### src/hdl/cachePkg.sv
`default_nettype none

package cachePkg;

	////////////////////////////////////////////////////////////
	// bus and address field types
	////////////////////////////////////////////////////////////

	typedef logic [31:0] addrT;                 // byte address on both the cpu and dram side
	typedef logic [15:0] wordT;                 // one bus word
	typedef logic [18:0] tagT;                  // address bits 31 to 13 kept per line
	typedef logic [8:0]  indexT;                // address bits 12 to 4 pick the line
	typedef logic [2:0]  wordSelT;              // address bits 3 to 1 pick the word in a line

	localparam int TagLsb   = 13;               // lowest address bit of the tag field
	localparam int IndexLsb = 4;                // lowest address bit of the index field
	localparam int WordLsb  = 1;                // bit 0 is the byte within a word

	localparam int LineWords = 8;               // words fetched by one burst fill
	localparam int NumLines  = 512;             // lines in the direct mapped arrays

	////////////////////////////////////////////////////////////
	// controller states
	////////////////////////////////////////////////////////////

	typedef enum logic [3:0]
	{
		invalidating,                           // sweep clearing every valid bit after reset
		idle,                                   // waiting for a cpu cycle aimed at dram
		checkHit,                               // tag and valid arrays answer for the cpu address
		cacheReadHold,                          // hit data given, waiting for the cpu to end
		fillRequest,                            // dram selected, waiting for the read cas edge
		casWait,                                // counting off the cas latency
		burstFill,                              // one dram word per clock written into the line
		fillDone,                               // line complete, word given to the cpu
		writeThrough                            // cpu write passed on to dram
	} cacheStateT;

endpackage

`default_nettype wire

### src/hdl/cacheControl.sv
`timescale 1ns/100ps
`default_nettype none

module cacheControl #(
	parameter int CasLatency = 2                        // clocks from the read cas edge to word 0
) (
	input  wire logic             Clock,
	input  wire logic             Reset_L,
	input  wire logic             As_L,
	input  wire logic             We_L,
	input  wire logic             DramSelect,          // cpu is addressing the dram range
	input  wire cachePkg::addrT   Address,
	input  wire logic             Hit,
	input  wire logic             LineValid,
	input  wire logic             DramDtack_L,
	input  wire logic             DramCas_L,
	input  wire logic             DramRas_L,
	output logic                  Dtack_L,             // end of cycle back to the cpu
	output logic                  DramSelect_L,        // starts a dram controller cycle
	output cachePkg::indexT       Index,
	output cachePkg::wordSelT     WordSel,
	output logic                  TagWrite,
	output logic                  ValidWrite,
	output logic                  ValidValue,
	output logic                  DataWrite,
	output logic                  fillMode,
	output logic                  forceBothBytes
);

	import cachePkg::*;

	localparam int CountWidth = $clog2(NumLines);       // wide enough for the sweep, fill uses the low bits
	localparam int LatWidth   = $clog2(CasLatency + 1);

	cacheStateT state;                                  // current controller state
	cacheStateT nextState;
	logic [CountWidth - 1:0] burstCount;                // sweep line number or fill word number
	logic [LatWidth - 1:0] latencyCount;                // cas clocks still to wait
	logic burstClear;                                   // restart the burst counter
	logic burstStep;                                    // advance the burst counter
	logic latencyLoad;                                  // arm the latency counter
	logic cpuCycle;                                     // cpu strobe and select both active

	assign cpuCycle = !As_L && DramSelect;

	////////////////////////////////////////////////////////////
	// state and counter registers
	////////////////////////////////////////////////////////////

	always_ff @(posedge Clock or negedge Reset_L)
	begin
		if (!Reset_L)
		begin
			state        <= invalidating;               // every line is swept after reset
			burstCount   <= '0;
			latencyCount <= '0;
		end
		else
		begin
			state <= nextState;
			if (burstClear)
				burstCount <= '0;
			else if (burstStep)
				burstCount <= burstCount + 1'b1;
			if (latencyLoad)
				latencyCount <= LatWidth'(CasLatency - 1); // casWait itself is the first clock
			else if (state == casWait)
				latencyCount <= latencyCount - 1'b1;
		end
	end

	////////////////////////////////////////////////////////////
	// next state and outputs
	////////////////////////////////////////////////////////////

	always_comb
	begin
		nextState      = state;                         // stay unless a branch below moves on
		Dtack_L        = 1'b1;
		DramSelect_L   = 1'b1;                          // dram is left alone on a hit
		Index          = Address[IndexLsb +: $bits(indexT)];
		WordSel        = Address[WordLsb +: $bits(wordSelT)];
		TagWrite       = 1'b0;
		ValidWrite     = 1'b0;
		ValidValue     = 1'b0;
		DataWrite      = 1'b0;
		fillMode       = 1'b0;
		forceBothBytes = 1'b0;
		burstClear     = 1'b0;
		burstStep      = 1'b0;
		latencyLoad    = 1'b0;

		case (state)
			invalidating:
			begin
				Index      = burstCount;                // counter walks the lines
				ValidWrite = 1'b1;                      // ValidValue stays 0
				burstStep  = 1'b1;
				if (burstCount == CountWidth'(NumLines - 1))
				begin
					burstClear = 1'b1;                  // leave the counter at 0 for the first fill
					nextState  = idle;
				end
			end
			idle:
			begin
				if (cpuCycle && We_L)
				begin
					forceBothBytes = 1'b1;              // whole word is fetched regardless of strobes
					nextState      = checkHit;
				end
				else if (cpuCycle)
				begin
					ValidWrite   = LineValid;           // drop the line rather than update it
					DramSelect_L = 1'b0;                // the write starts right away
					nextState    = writeThrough;
				end
			end
			checkHit:
			begin
				forceBothBytes = 1'b1;
				fillMode       = 1'b1;
				if (Hit)
				begin
					Dtack_L   = 1'b0;                   // array read is combinational so data is ready
					nextState = cacheReadHold;
				end
				else
				begin
					DramSelect_L = 1'b0;
					nextState    = fillRequest;
				end
			end
			cacheReadHold:
			begin
				forceBothBytes = 1'b1;
				fillMode       = 1'b1;
				Dtack_L        = 1'b0;                  // held until the cpu lets go of As_L
				if (As_L)
					nextState = idle;
			end
			fillRequest:
			begin
				forceBothBytes = 1'b1;
				fillMode       = 1'b1;
				DramSelect_L   = 1'b0;
				TagWrite       = 1'b1;                  // claim the line for this address
				ValidWrite     = 1'b1;
				ValidValue     = 1'b1;
				if (!DramCas_L && DramRas_L)            // cas without ras is a read, not a refresh
				begin
					latencyLoad = 1'b1;
					nextState   = casWait;
				end
			end
			casWait:
			begin
				forceBothBytes = 1'b1;
				fillMode       = 1'b1;
				DramSelect_L   = 1'b0;
				if (latencyCount == '0)
				begin
					burstClear = 1'b1;                  // word 0 arrives in the first burstFill clock
					nextState  = burstFill;
				end
			end
			burstFill:
			begin
				forceBothBytes = 1'b1;
				fillMode       = 1'b1;
				DramSelect_L   = 1'b0;
				WordSel        = burstCount[$bits(wordSelT) - 1:0];
				DataWrite      = 1'b1;                  // one dram word stored per clock
				burstStep      = 1'b1;
				if (burstCount == CountWidth'(LineWords - 1))
				begin
					burstClear = 1'b1;
					nextState  = fillDone;
				end
			end
			fillDone:
			begin
				forceBothBytes = 1'b1;
				fillMode       = 1'b1;
				Dtack_L        = 1'b0;                  // the word asked for is now in the line
				if (!cpuCycle)
					nextState = idle;
			end
			writeThrough:
			begin
				DramSelect_L = 1'b0;
				Dtack_L      = DramDtack_L;             // the cpu waits on the dram itself
				if (!cpuCycle)
					nextState = idle;
			end
			default:
				nextState = idle;
		endcase
	end

endmodule

`default_nettype wire

### config.mk
export PLATFORM = sky130hd
export DESIGN_NAME = cacheControl
export DESIGN_NICKNAME = d
export VERILOG_FILES = /design/src/hdl/cachePkg.sv /design/src/hdl/cacheControl.sv
export SDC_FILE = /design/constraint.sdc
export NUM_CORES = 1
export LEC_CHECK = 0
export BUFFER_PORTS_ARGS = -buffer_cell sky130_fd_sc_hd__clkbuf_2
export CORE_ASPECT_RATIO = 0.75
export CORE_MARGIN = 2
export CORE_UTILIZATION = 46
export CTS_CLUSTER_DIAMETER = 100
export DETAILED_ROUTE_END_ITERATION = 8
export GPL_TIMING_DRIVEN = 0
export PLACE_DENSITY = 0.79
export SYNTH_ARGS = -nofsm -noshare
export SYNTH_HDL_FRONTEND = slang
export SYNTH_SLANG_ARGS = --single-unit
### constraint.sdc
create_clock -name Clock -period 2.2 [get_ports Clock]
set_input_delay 0.11 -clock Clock [delete_from_list [all_inputs] [get_ports Clock]]
set_output_delay 0.11 -clock Clock [all_outputs]
set_load 0.02 [all_outputs]
======== Word-level counts from Yosys, hierarchy flattened ========
Index checks and enable logic that the tools add are counted.
cells by class
  equal/unequal tests ..................... 17
  muxes and demuxes ....................... 37
  reductions and logical operators ........ 16
  add/sub/neg operators ................... 2
operator list
  kind                                                              number
  4-bit two-way mux                                                 8
  4-bit one-hot mux with 8 select lines                             1
  9-bit two-way mux                                                 3
  4-bit by 3-bit == test with 1-bit output (second input constant)  4
  1-bit two-way mux                                                 16
  2-bit != test (second input constant)                             5
  9-bit by 1-bit adder with 9-bit output (second input constant)    1
  9-bit by 3-bit == test with 1-bit output (second input constant)  1
  9-bit == test (second input constant)                             1
  1-bit one-hot mux with 3 select lines                             3
  4-bit by 2-bit == test with 1-bit output (second input constant)  2
  2-bit OR reduction                                                4
  7-bit AND reduction                                               1
  3-bit two-way mux                                                 2
  6-bit OR reduction                                                1
  4-bit by 1-bit == test with 1-bit output (second input constant)  1
  4-bit == test (second input constant)                             1
  4-bit logical NOT                                                 1
  2-bit two-way mux                                                 2
  1-bit one-hot mux with 2 select lines                             2
  2-bit nonzero test                                                2
  4-bit OR reduction                                                1
  1-bit logical AND                                                 3
  3-bit != test (second input constant)                             1
  other kinds (4)                                                   5
word-level totals
  logic and storage cells ................. 75
  output and inout port bits .............. 20
  bits of input ports ..................... 42
  flip-flop bits (word level) ............. 15

======== Longest topological paths before layout ========
Gate-level depths: netlist (run 1).
  word-level depth ........................ 5
  gate-level depth with buffers ........... 9
  depth with buffers taken out ............ 8

======== Worst setup path after synthesis (run 1) ========
No wires, ideal clock.
  kind .................................... flip-flop to output port
  start point ............................. reg state[1]
  end point ............................... out ValidValue
  slack ................................... 275 ps
  data required time ...................... 2,090 ps
  arrival time ............................ 1,815 ps
  buffers on the path ..................... 3
  cell stages (with the launch flop) ...... 5
  path through ............................ dfrtp_1 -> buf_4 -> clkbuf_1 -> nor4_1 -> buf_4
between the ends
  word-level cells in the longest chain between the ends .. 2
ends and longest elaborated chain
  item                                      RTL line            source
  start, declared                           cacheControl.sv:35  cacheStateT state;
  start signal, assigned                    cacheControl.sv:54  state <= invalidating;
  start signal, assigned                    cacheControl.sv:60  state <= nextState;
  4-bit by 3-bit == test with 1-bit output  -
  1-bit two-way mux                         -
  end, declared                             cacheControl.sv:24  output logic ValidValue,
No other way between the ends.

======== Final worst setup path (run 1) ========
  start point ............................. reg state[3]
  end point ............................... out WordSel[0]
between the ends
  word-level cells in the longest chain between the ends .. 2
ends and longest elaborated chain
  item                                      RTL line            source
  4-bit by 3-bit == test with 1-bit output  cacheControl.sv:93  case (state)
  3-bit two-way mux                         cacheControl.sv:93
  end, declared                             cacheControl.sv:21  output cachePkg::wordSelT WordSel,
No other way between the ends.

==> flow_summary.ini, run 1 <==
[clock_network]
ctsHtreeMaxLevel = 1
clk_pin_slew_ns = 0.06
tritoncts = done
clock-sinks = 15
clock_insertion_delay_worst_skew_ns = 0.25
tritoncts.num_buffers = 3
cts_buffer_depth = 2
cts.root.buffer_cell = clkbuf_8

[floorplan]
std_cell_rows = 16
design.die.area_um2 = 3270
fp.coreArea_um2 = 2640
floorplan.die.height_um = 50.0
start_util = 0.492
die_width_um = 65.4
ios = 62

[layout]
diodes = 0
fillers = 245
area_growth_pct = 25.8
finalNetCount = 240
layout-drive-gt1-share = 0.407
stdcell_area_um2 = 1640

[worst_setup_path]
arrival_ns = 1.94
critical-path-max-stage-delay_ns = 0.37
cp-end-kind = primary output
setup.worst_path.end = WordSel[0]
worst_setup_path_startpoint = state[3]
critPathLaunchType = flop
path_delay_family = simple AND/OR/NAND/NOR gates
cp_slowest_cell = dfrtp_1
rr_startpoint = burstCount[1]
crit_top_cell = buf_6
cp_num_buf_inv = 3
setup.worst_path.class = reg2out
path_cells = buf_6, or2_0, buf_6, nor3_4, mux2_2, clkbuf_2
r2r_end = burstCount[0]
worstRegToRegCells = 9
critical_path_peak_fanout = 10
r2r_slack_ns = 0.17
required_ns = 2.09
path_depth = 6

[route]
wire_per_inst_um = 13.8
antenna_left = 0
drt_first_pass_iters = 4
viasPerCell = 5.73
drt_initial_violations = 59
via_count = 1319
drc = 0
route.final.wire_length_um = 3180

[synth]
count_of_flip_flops_with_a_built_in_enable_after_synthesis = 0
synth.top_cell.area_share = 0.289
synthesis.yosys.warnings = 0
synth.yosys.seq_area_share = 0.289
synth.distinct_cells = 49
netlist_top_cells_area = dfrtp_1 29%, mux2_2 10%, xnor2_1 4.0%
postSynthAreaPerCell_um2 = 8.97
ys_async_sr_fraction = 1.00
synth_common_cells = 15 x dfrtp_1, 12 x mux2_2, 12 x nor2_1
post_synth_inst_count = 145
yosys_most_used_dff = dfrtp_1
yosysMostFrequentCell = dfrtp_1
synth_largest_area_cell = dfrtp_1
synth.ff_latch_count = 15
syn_nets = 190
syn_area_um2 = 1300

[timing]
fmaxAchievable_mhz = 489
timing.clock.skew_ns = 0.00265
timing.final.max_slew_violations = 0
setup_repair_after_global_routing_missed_its_margin = no
post-route-worst-setup-slack_ns = 0.154
finalSetupTns_ns = 0
layout_worst_path_cycle_share = 0.930
slew_of_the_pin_with_the_lowest_slew_margin_ns = 0.522
final-setup-viol-count = 0
finalHoldViolCount = 0
max_slew_margin = 0.648
timing.final.crit_period_ns = 2.05

[power]
clkPwrFrac = 0.105
ir_worst_vdd_uv = 789
p_seq_frac = 0.202
power_report.internal_total_w = 0.00110
switchingPower_w = 0.00110
p_sw_frac = 0.500
share_comb_of_total_power = 0.693
power.static_leakage_nw = 0.747
pwr_density_cell_nw_per_um2 = 1350

[global_route]
globalRouteTotalUtil = 0.207
grt_first_pass_wirelength_um = 5280
grt_pass1_vias = 1117
grt.overflow.total = 0
antenna_found_initial = 0
largest_net_degree_at_the_start_of_global_routing = 16

[placement]
place.port_buffers = 41
place_hpwl_um = 2380
gp_congestion = 0.896
dpl_worst_slack_ns = 0.145
place_area_um2 = 1550

[status]
run_status = complete, no violations

[flow_run]
max_cap_violations = 0

[hold_path]
min-delay-path-class = in2reg
[sequential cells by signal, indices dropped and copies added (netlist names)]
signal        cells
burstCount        9
latencyCount      2
state             4
[worst register-to-register path, cell delays in order (launching register included)]
cell      delay, ns
dfrtp_1        0.40
ha_1           0.23
nand3_1        0.09
nor2_1         0.10
ha_1           0.17
or3b_1         0.37
a211oi_2       0.22
a31o_1         0.12
buf_4          0.16
nor2_1         0.06
[power by group through the flow]
stage	combinational (W)	sequential, W	clock (W)
finish	0.00153	0.000444	0.000231
global route	0.00167	0.000462	0.000253
CTS	0.00148	0.000444	0.000230
detailed placement	0.00147	0.000448	0
global placement	0.00144	0.000440	0
floorplan	0.00113	0.000425	0
[final cells by class]
cell class,instances,area [um^2],area share
flip-flops and latches,15,377,0.230
well taps,36,45.0,0.0275
repair buffers,45,238,0.145
clock inverters,1,5.00,0.00306
multi-input cells,111,828,0.507
clock buffers,3,41.3,0.0252
inverters,8,30.0,0.0184
plain buffers,11,71.3,0.0436
[layout by cell type, fill, tap and decap left out, types with 2 or more instances in the layout]
master	count
clkbuf_8	3
clkbuf_1	3
o211ai_1	2
nor4_1	5
nand2_1	6
buf_4	6
clkbuf_2	41
mux2_2	12
ha_1	3
nor2_1	12
buf_2	3
nor3b_1	3
nand2b_1	2
inv_1	8
xnor2_1	6
nor2b_1	2
nor3_1	2
buf_6	2
nor2_2	2
mux2i_1	2
a21oi_1	8
o21ai_0	6
a31oi_1	2
a211oi_1	2
nand3_1	7
dfrtp_1	14
o22ai_1	2
[layer usage]
metal  vias to the layer above  global-route usage  share of wire
met4                         0              0.0313         0.0053
met2                        48               0.308           0.46
met5                         -                   0              0
met1                       638               0.308           0.47
met3                         4              0.0502          0.058
li1                        629                   -              -
[worst min-delay path by stage]
stage	from	to	slack, ns	depth (start not counted)
final	As_L	state[3]	0.26	4
after global placement	Reset_L	burstCount[5]	0.04	1
after global routing	As_L	state[3]	0.29	4
after detailed placement	Reset_L	burstCount[5]	0.04	1
after floorplan	Reset_L	burstCount[0]	-0.19	0
after CTS	As_L	state[3]	0.25	4
[stage by stage]
| stage | util | instances | power, W | hold slack [ns] |
|---|---|---|---|---|
| final | 0.619 | 230 | 0.00220 | 0.256 |
| after global placement | 0.587 | 222 | 0.00188 | 0.0398 |
| after detailed placement | 0.587 | 222 | 0.00192 | 0.0438 |
| after floorplan | - | 145 | 0.00156 | -0.186 |
| after CTS | 0.608 | 227 | 0.00216 | 0.245 |
| after global routing | 0.619 | 230 | 0.00238 | 0.294 |
[kinds of logic (layout without fill, tap and decap cells)]
family,Yosys count,count (layout),synth area share
and+or+nand+nor,55,55,0.270
AOI/OAI and AO/OA,31,31,0.155
buffers and inverters,19,68,0.0780
DFF,15,15,0.289
muxes,14,14,0.119
xor gates and xnor gates,8,8,0.0597
adders and majority gates,3,3,0.0289
[what timing repair did]
action	4_1_cts	5_1_grt
gates resized for setup	0	2
setup buffers	0	3
setup endpoints to repair	0	18
hold buffers	1	0
hold endpoints to repair	15	0
Power figures use the tool's default switching activity.
==> run 2, diff against run 1 <==
- RECOVER_POWER: not set -> 25
==> run 2 against run 1 <==
- cell area about the same
- critical path depth unchanged
- clock skew increased by 0.0013 ns
- worst hold slack got worse by 0.0039 ns
- die area unchanged
- worst setup slack improved by 0.0016 ns
- power decreased by 0.20%
- count of clock-buffer cells in the layout unchanged
- utilization about the same
- via count increased by 0.38%
- sequential share of layout area about the same
- first-iteration DRC count increased by 36%
- critical endpoint unchanged
- largest cell class unchanged
==> flow_summary.ini, run 2 (same netlist as run 1, synthesis figures left out) <==
[worst_setup_path]
cp_slowest_cell = dfrtp_1
setup.worst_path.class = reg2out
critPathLaunchType = flop
path_cells = buf_6, or2_0, buf_6, nor3_4, mux2_2, clkbuf_2
path_delay_family = simple AND/OR/NAND/NOR gates
required_ns = 2.09
critical-path-max-stage-delay_ns = 0.37
cp_num_buf_inv = 3
crit_top_cell = buf_6
arrival_ns = 1.93
cp-end-kind = primary output
critical_path_peak_fanout = 10

[global_route]
globalRouteTotalUtil = 0.207
grt_first_pass_wirelength_um = 5280
antenna_found_initial = 0
grt_pass1_vias = 1117
largest_net_degree_at_the_start_of_global_routing = 16
grt.overflow.total = 0

[layout]
layout_commonest_cell = clkbuf_2
fillers = 246
finalNetCount = 240
layout-drive-gt1-share = 0.402
reg.largest.list = burstCount x9, state x4, latencyCount x2
area_growth_pct = 25.7
highest_count_cells_in_the_layout_ignoring_fill_and_taps = 40 x clkbuf_2, 14 x dfrtp_1, 12 x nor2_1, 12 x mux2_2
diodes = 0
largest_register_ff_count = 9
top_register = burstCount
stdcell_count = 230

[timing]
timing.final.max_slew_violations = 0
layout_worst_path_cycle_share = 0.929
finalHoldViolCount = 0
slew_of_the_pin_with_the_lowest_slew_margin_ns = 0.822
finalHoldWorstSlack_ns = 0.252
max_slew_margin = 0.452
post-route-worst-setup-slack_ns = 0.156
timing.final.crit_period_ns = 2.04
timing.clock.skew_ns = 0.00392
final-setup-viol-count = 0
fmaxAchievable_mhz = 489
setup_repair_after_global_routing_missed_its_margin = no
finalSetupTns_ns = 0

[placement]
place.port_buffers = 41
place_hpwl_um = 2380
dpl_worst_slack_ns = 0.145
placed_cells = 222
gp_congestion = 0.896

[route]
antenna_left = 0
drc = 0
drt_initial_violations = 80
viasPerCell = 5.76
route.final.wire_length_um = 3170
wire_per_inst_um = 13.8
drt_first_pass_iters = 4
via_count = 1324

[clock_network]
clk_pin_slew_ns = 0.06
ctsHtreeMaxLevel = 1
cts.root.buffer_cell = clkbuf_8
clock-sinks = 15
tritoncts.num_buffers = 3
cts_buffer_depth = 2
clock_insertion_delay_worst_skew_ns = 0.25
tritoncts = done

[hold_path]
min-delay-path-class = in2reg

[floorplan]
start_util = 0.492
std_cell_rows = 16
fp.coreArea_um2 = 2640
ios = 62
floorplan.die.height_um = 50.0
design.die.area_um2 = 3270
die_width_um = 65.4

[status]
run_status = complete, no violations

[power]
ir_worst_vdd_uv = 789
power.static_leakage_nw = 0.744
pwr_density_cell_nw_per_um2 = 1350

[flow_run]
max_cap_violations = 0
[run 2: cell counts in the layout (fill, tap and decap cells not counted)]
Identical to the previous run, type by type.
[run 2: area by class of cell]
class | instances | area [um^2] | share of cell area
Timing Repair Buffer | 45 | 236 | 0.145
Multi-Input combinational cell | 111 | 828 | 0.507
Inverter | 8 | 30.0 | 0.0184
Clock inverter | 1 | 5.00 | 0.00306
Clock buffer | 3 | 41.3 | 0.0253
Buffer | 11 | 71.3 | 0.0436
Sequential cell | 15 | 377 | 0.230
Tap cell | 36 | 45.0 | 0.0276
[run 2: what timing repair did]
item | 4_1_cts | 5_1_grt
endpoints found under the setup margin | 0 | 18
hold buffers | 1 | 0
setup buffers | 0 | 3
resized for setup | 0 | 2
endpoints found under the hold margin | 15 | 0
[run 2: routing by layer]
metal / vias up / GRT usage / share of wire
li1: 632 / - / -
met2: 54 / 0.308 / 0.46
met1: 634 / 0.308 / 0.47
met3: 4 / 0.0502 / 0.068
met5: - / 0 / 0
met4: 0 / 0.0313 / 0.0054
[run 2: per-stage QoR]
stage / total power, W / util / area, um^2
5_1_grt: 0.00238 / 0.618 / 1630
4_1_cts: 0.00216 / 0.608 / 1610
2_1_floorplan: 0.00156 / - / 1300
3_5_place_dp: 0.00192 / 0.587 / 1550
3_3_place_gp: 0.00188 / 0.587 / 1550
6_report: 0.00220 / 0.618 / 1630
[run 2: path summary, 6_finish.rpt]
check	startpoint	end	slack (ns)	cells after the start
setup / recovery	state[3]	WordSel[0]	0.16	6
hold / removal	As_L	state[3]	0.25	4
setup reg to reg	burstCount[1]	burstCount[0]	0.17	9
hold reg to reg	latencyCount[1]	latencyCount[1]	0.49	2
max in group asynchronous	Reset_L	burstCount[0]	1.18	2
min in group asynchronous	Reset_L	burstCount[3]	0.46	2
[run 2: worst register-to-register path, cell delays in order, from the launching register on]
cell and delay [ns]:
dfrtp_1 0.40, ha_1 0.23, nand3_1 0.09, nor2_1 0.10, ha_1 0.17, or3b_1 0.37
a211oi_2 0.22, a31o_1 0.12, buf_4 0.16, nor2_1 0.06
[run 2: report_power, final]
part	leakage (nW)	total [W]	internal (W)	switching [W]
logic	0.525	0.00152	0.000610	0.000915
clock network	0.0255	0.000229	0.000126	0.000104
registers	0.193	0.000444	0.000366	0.0000777
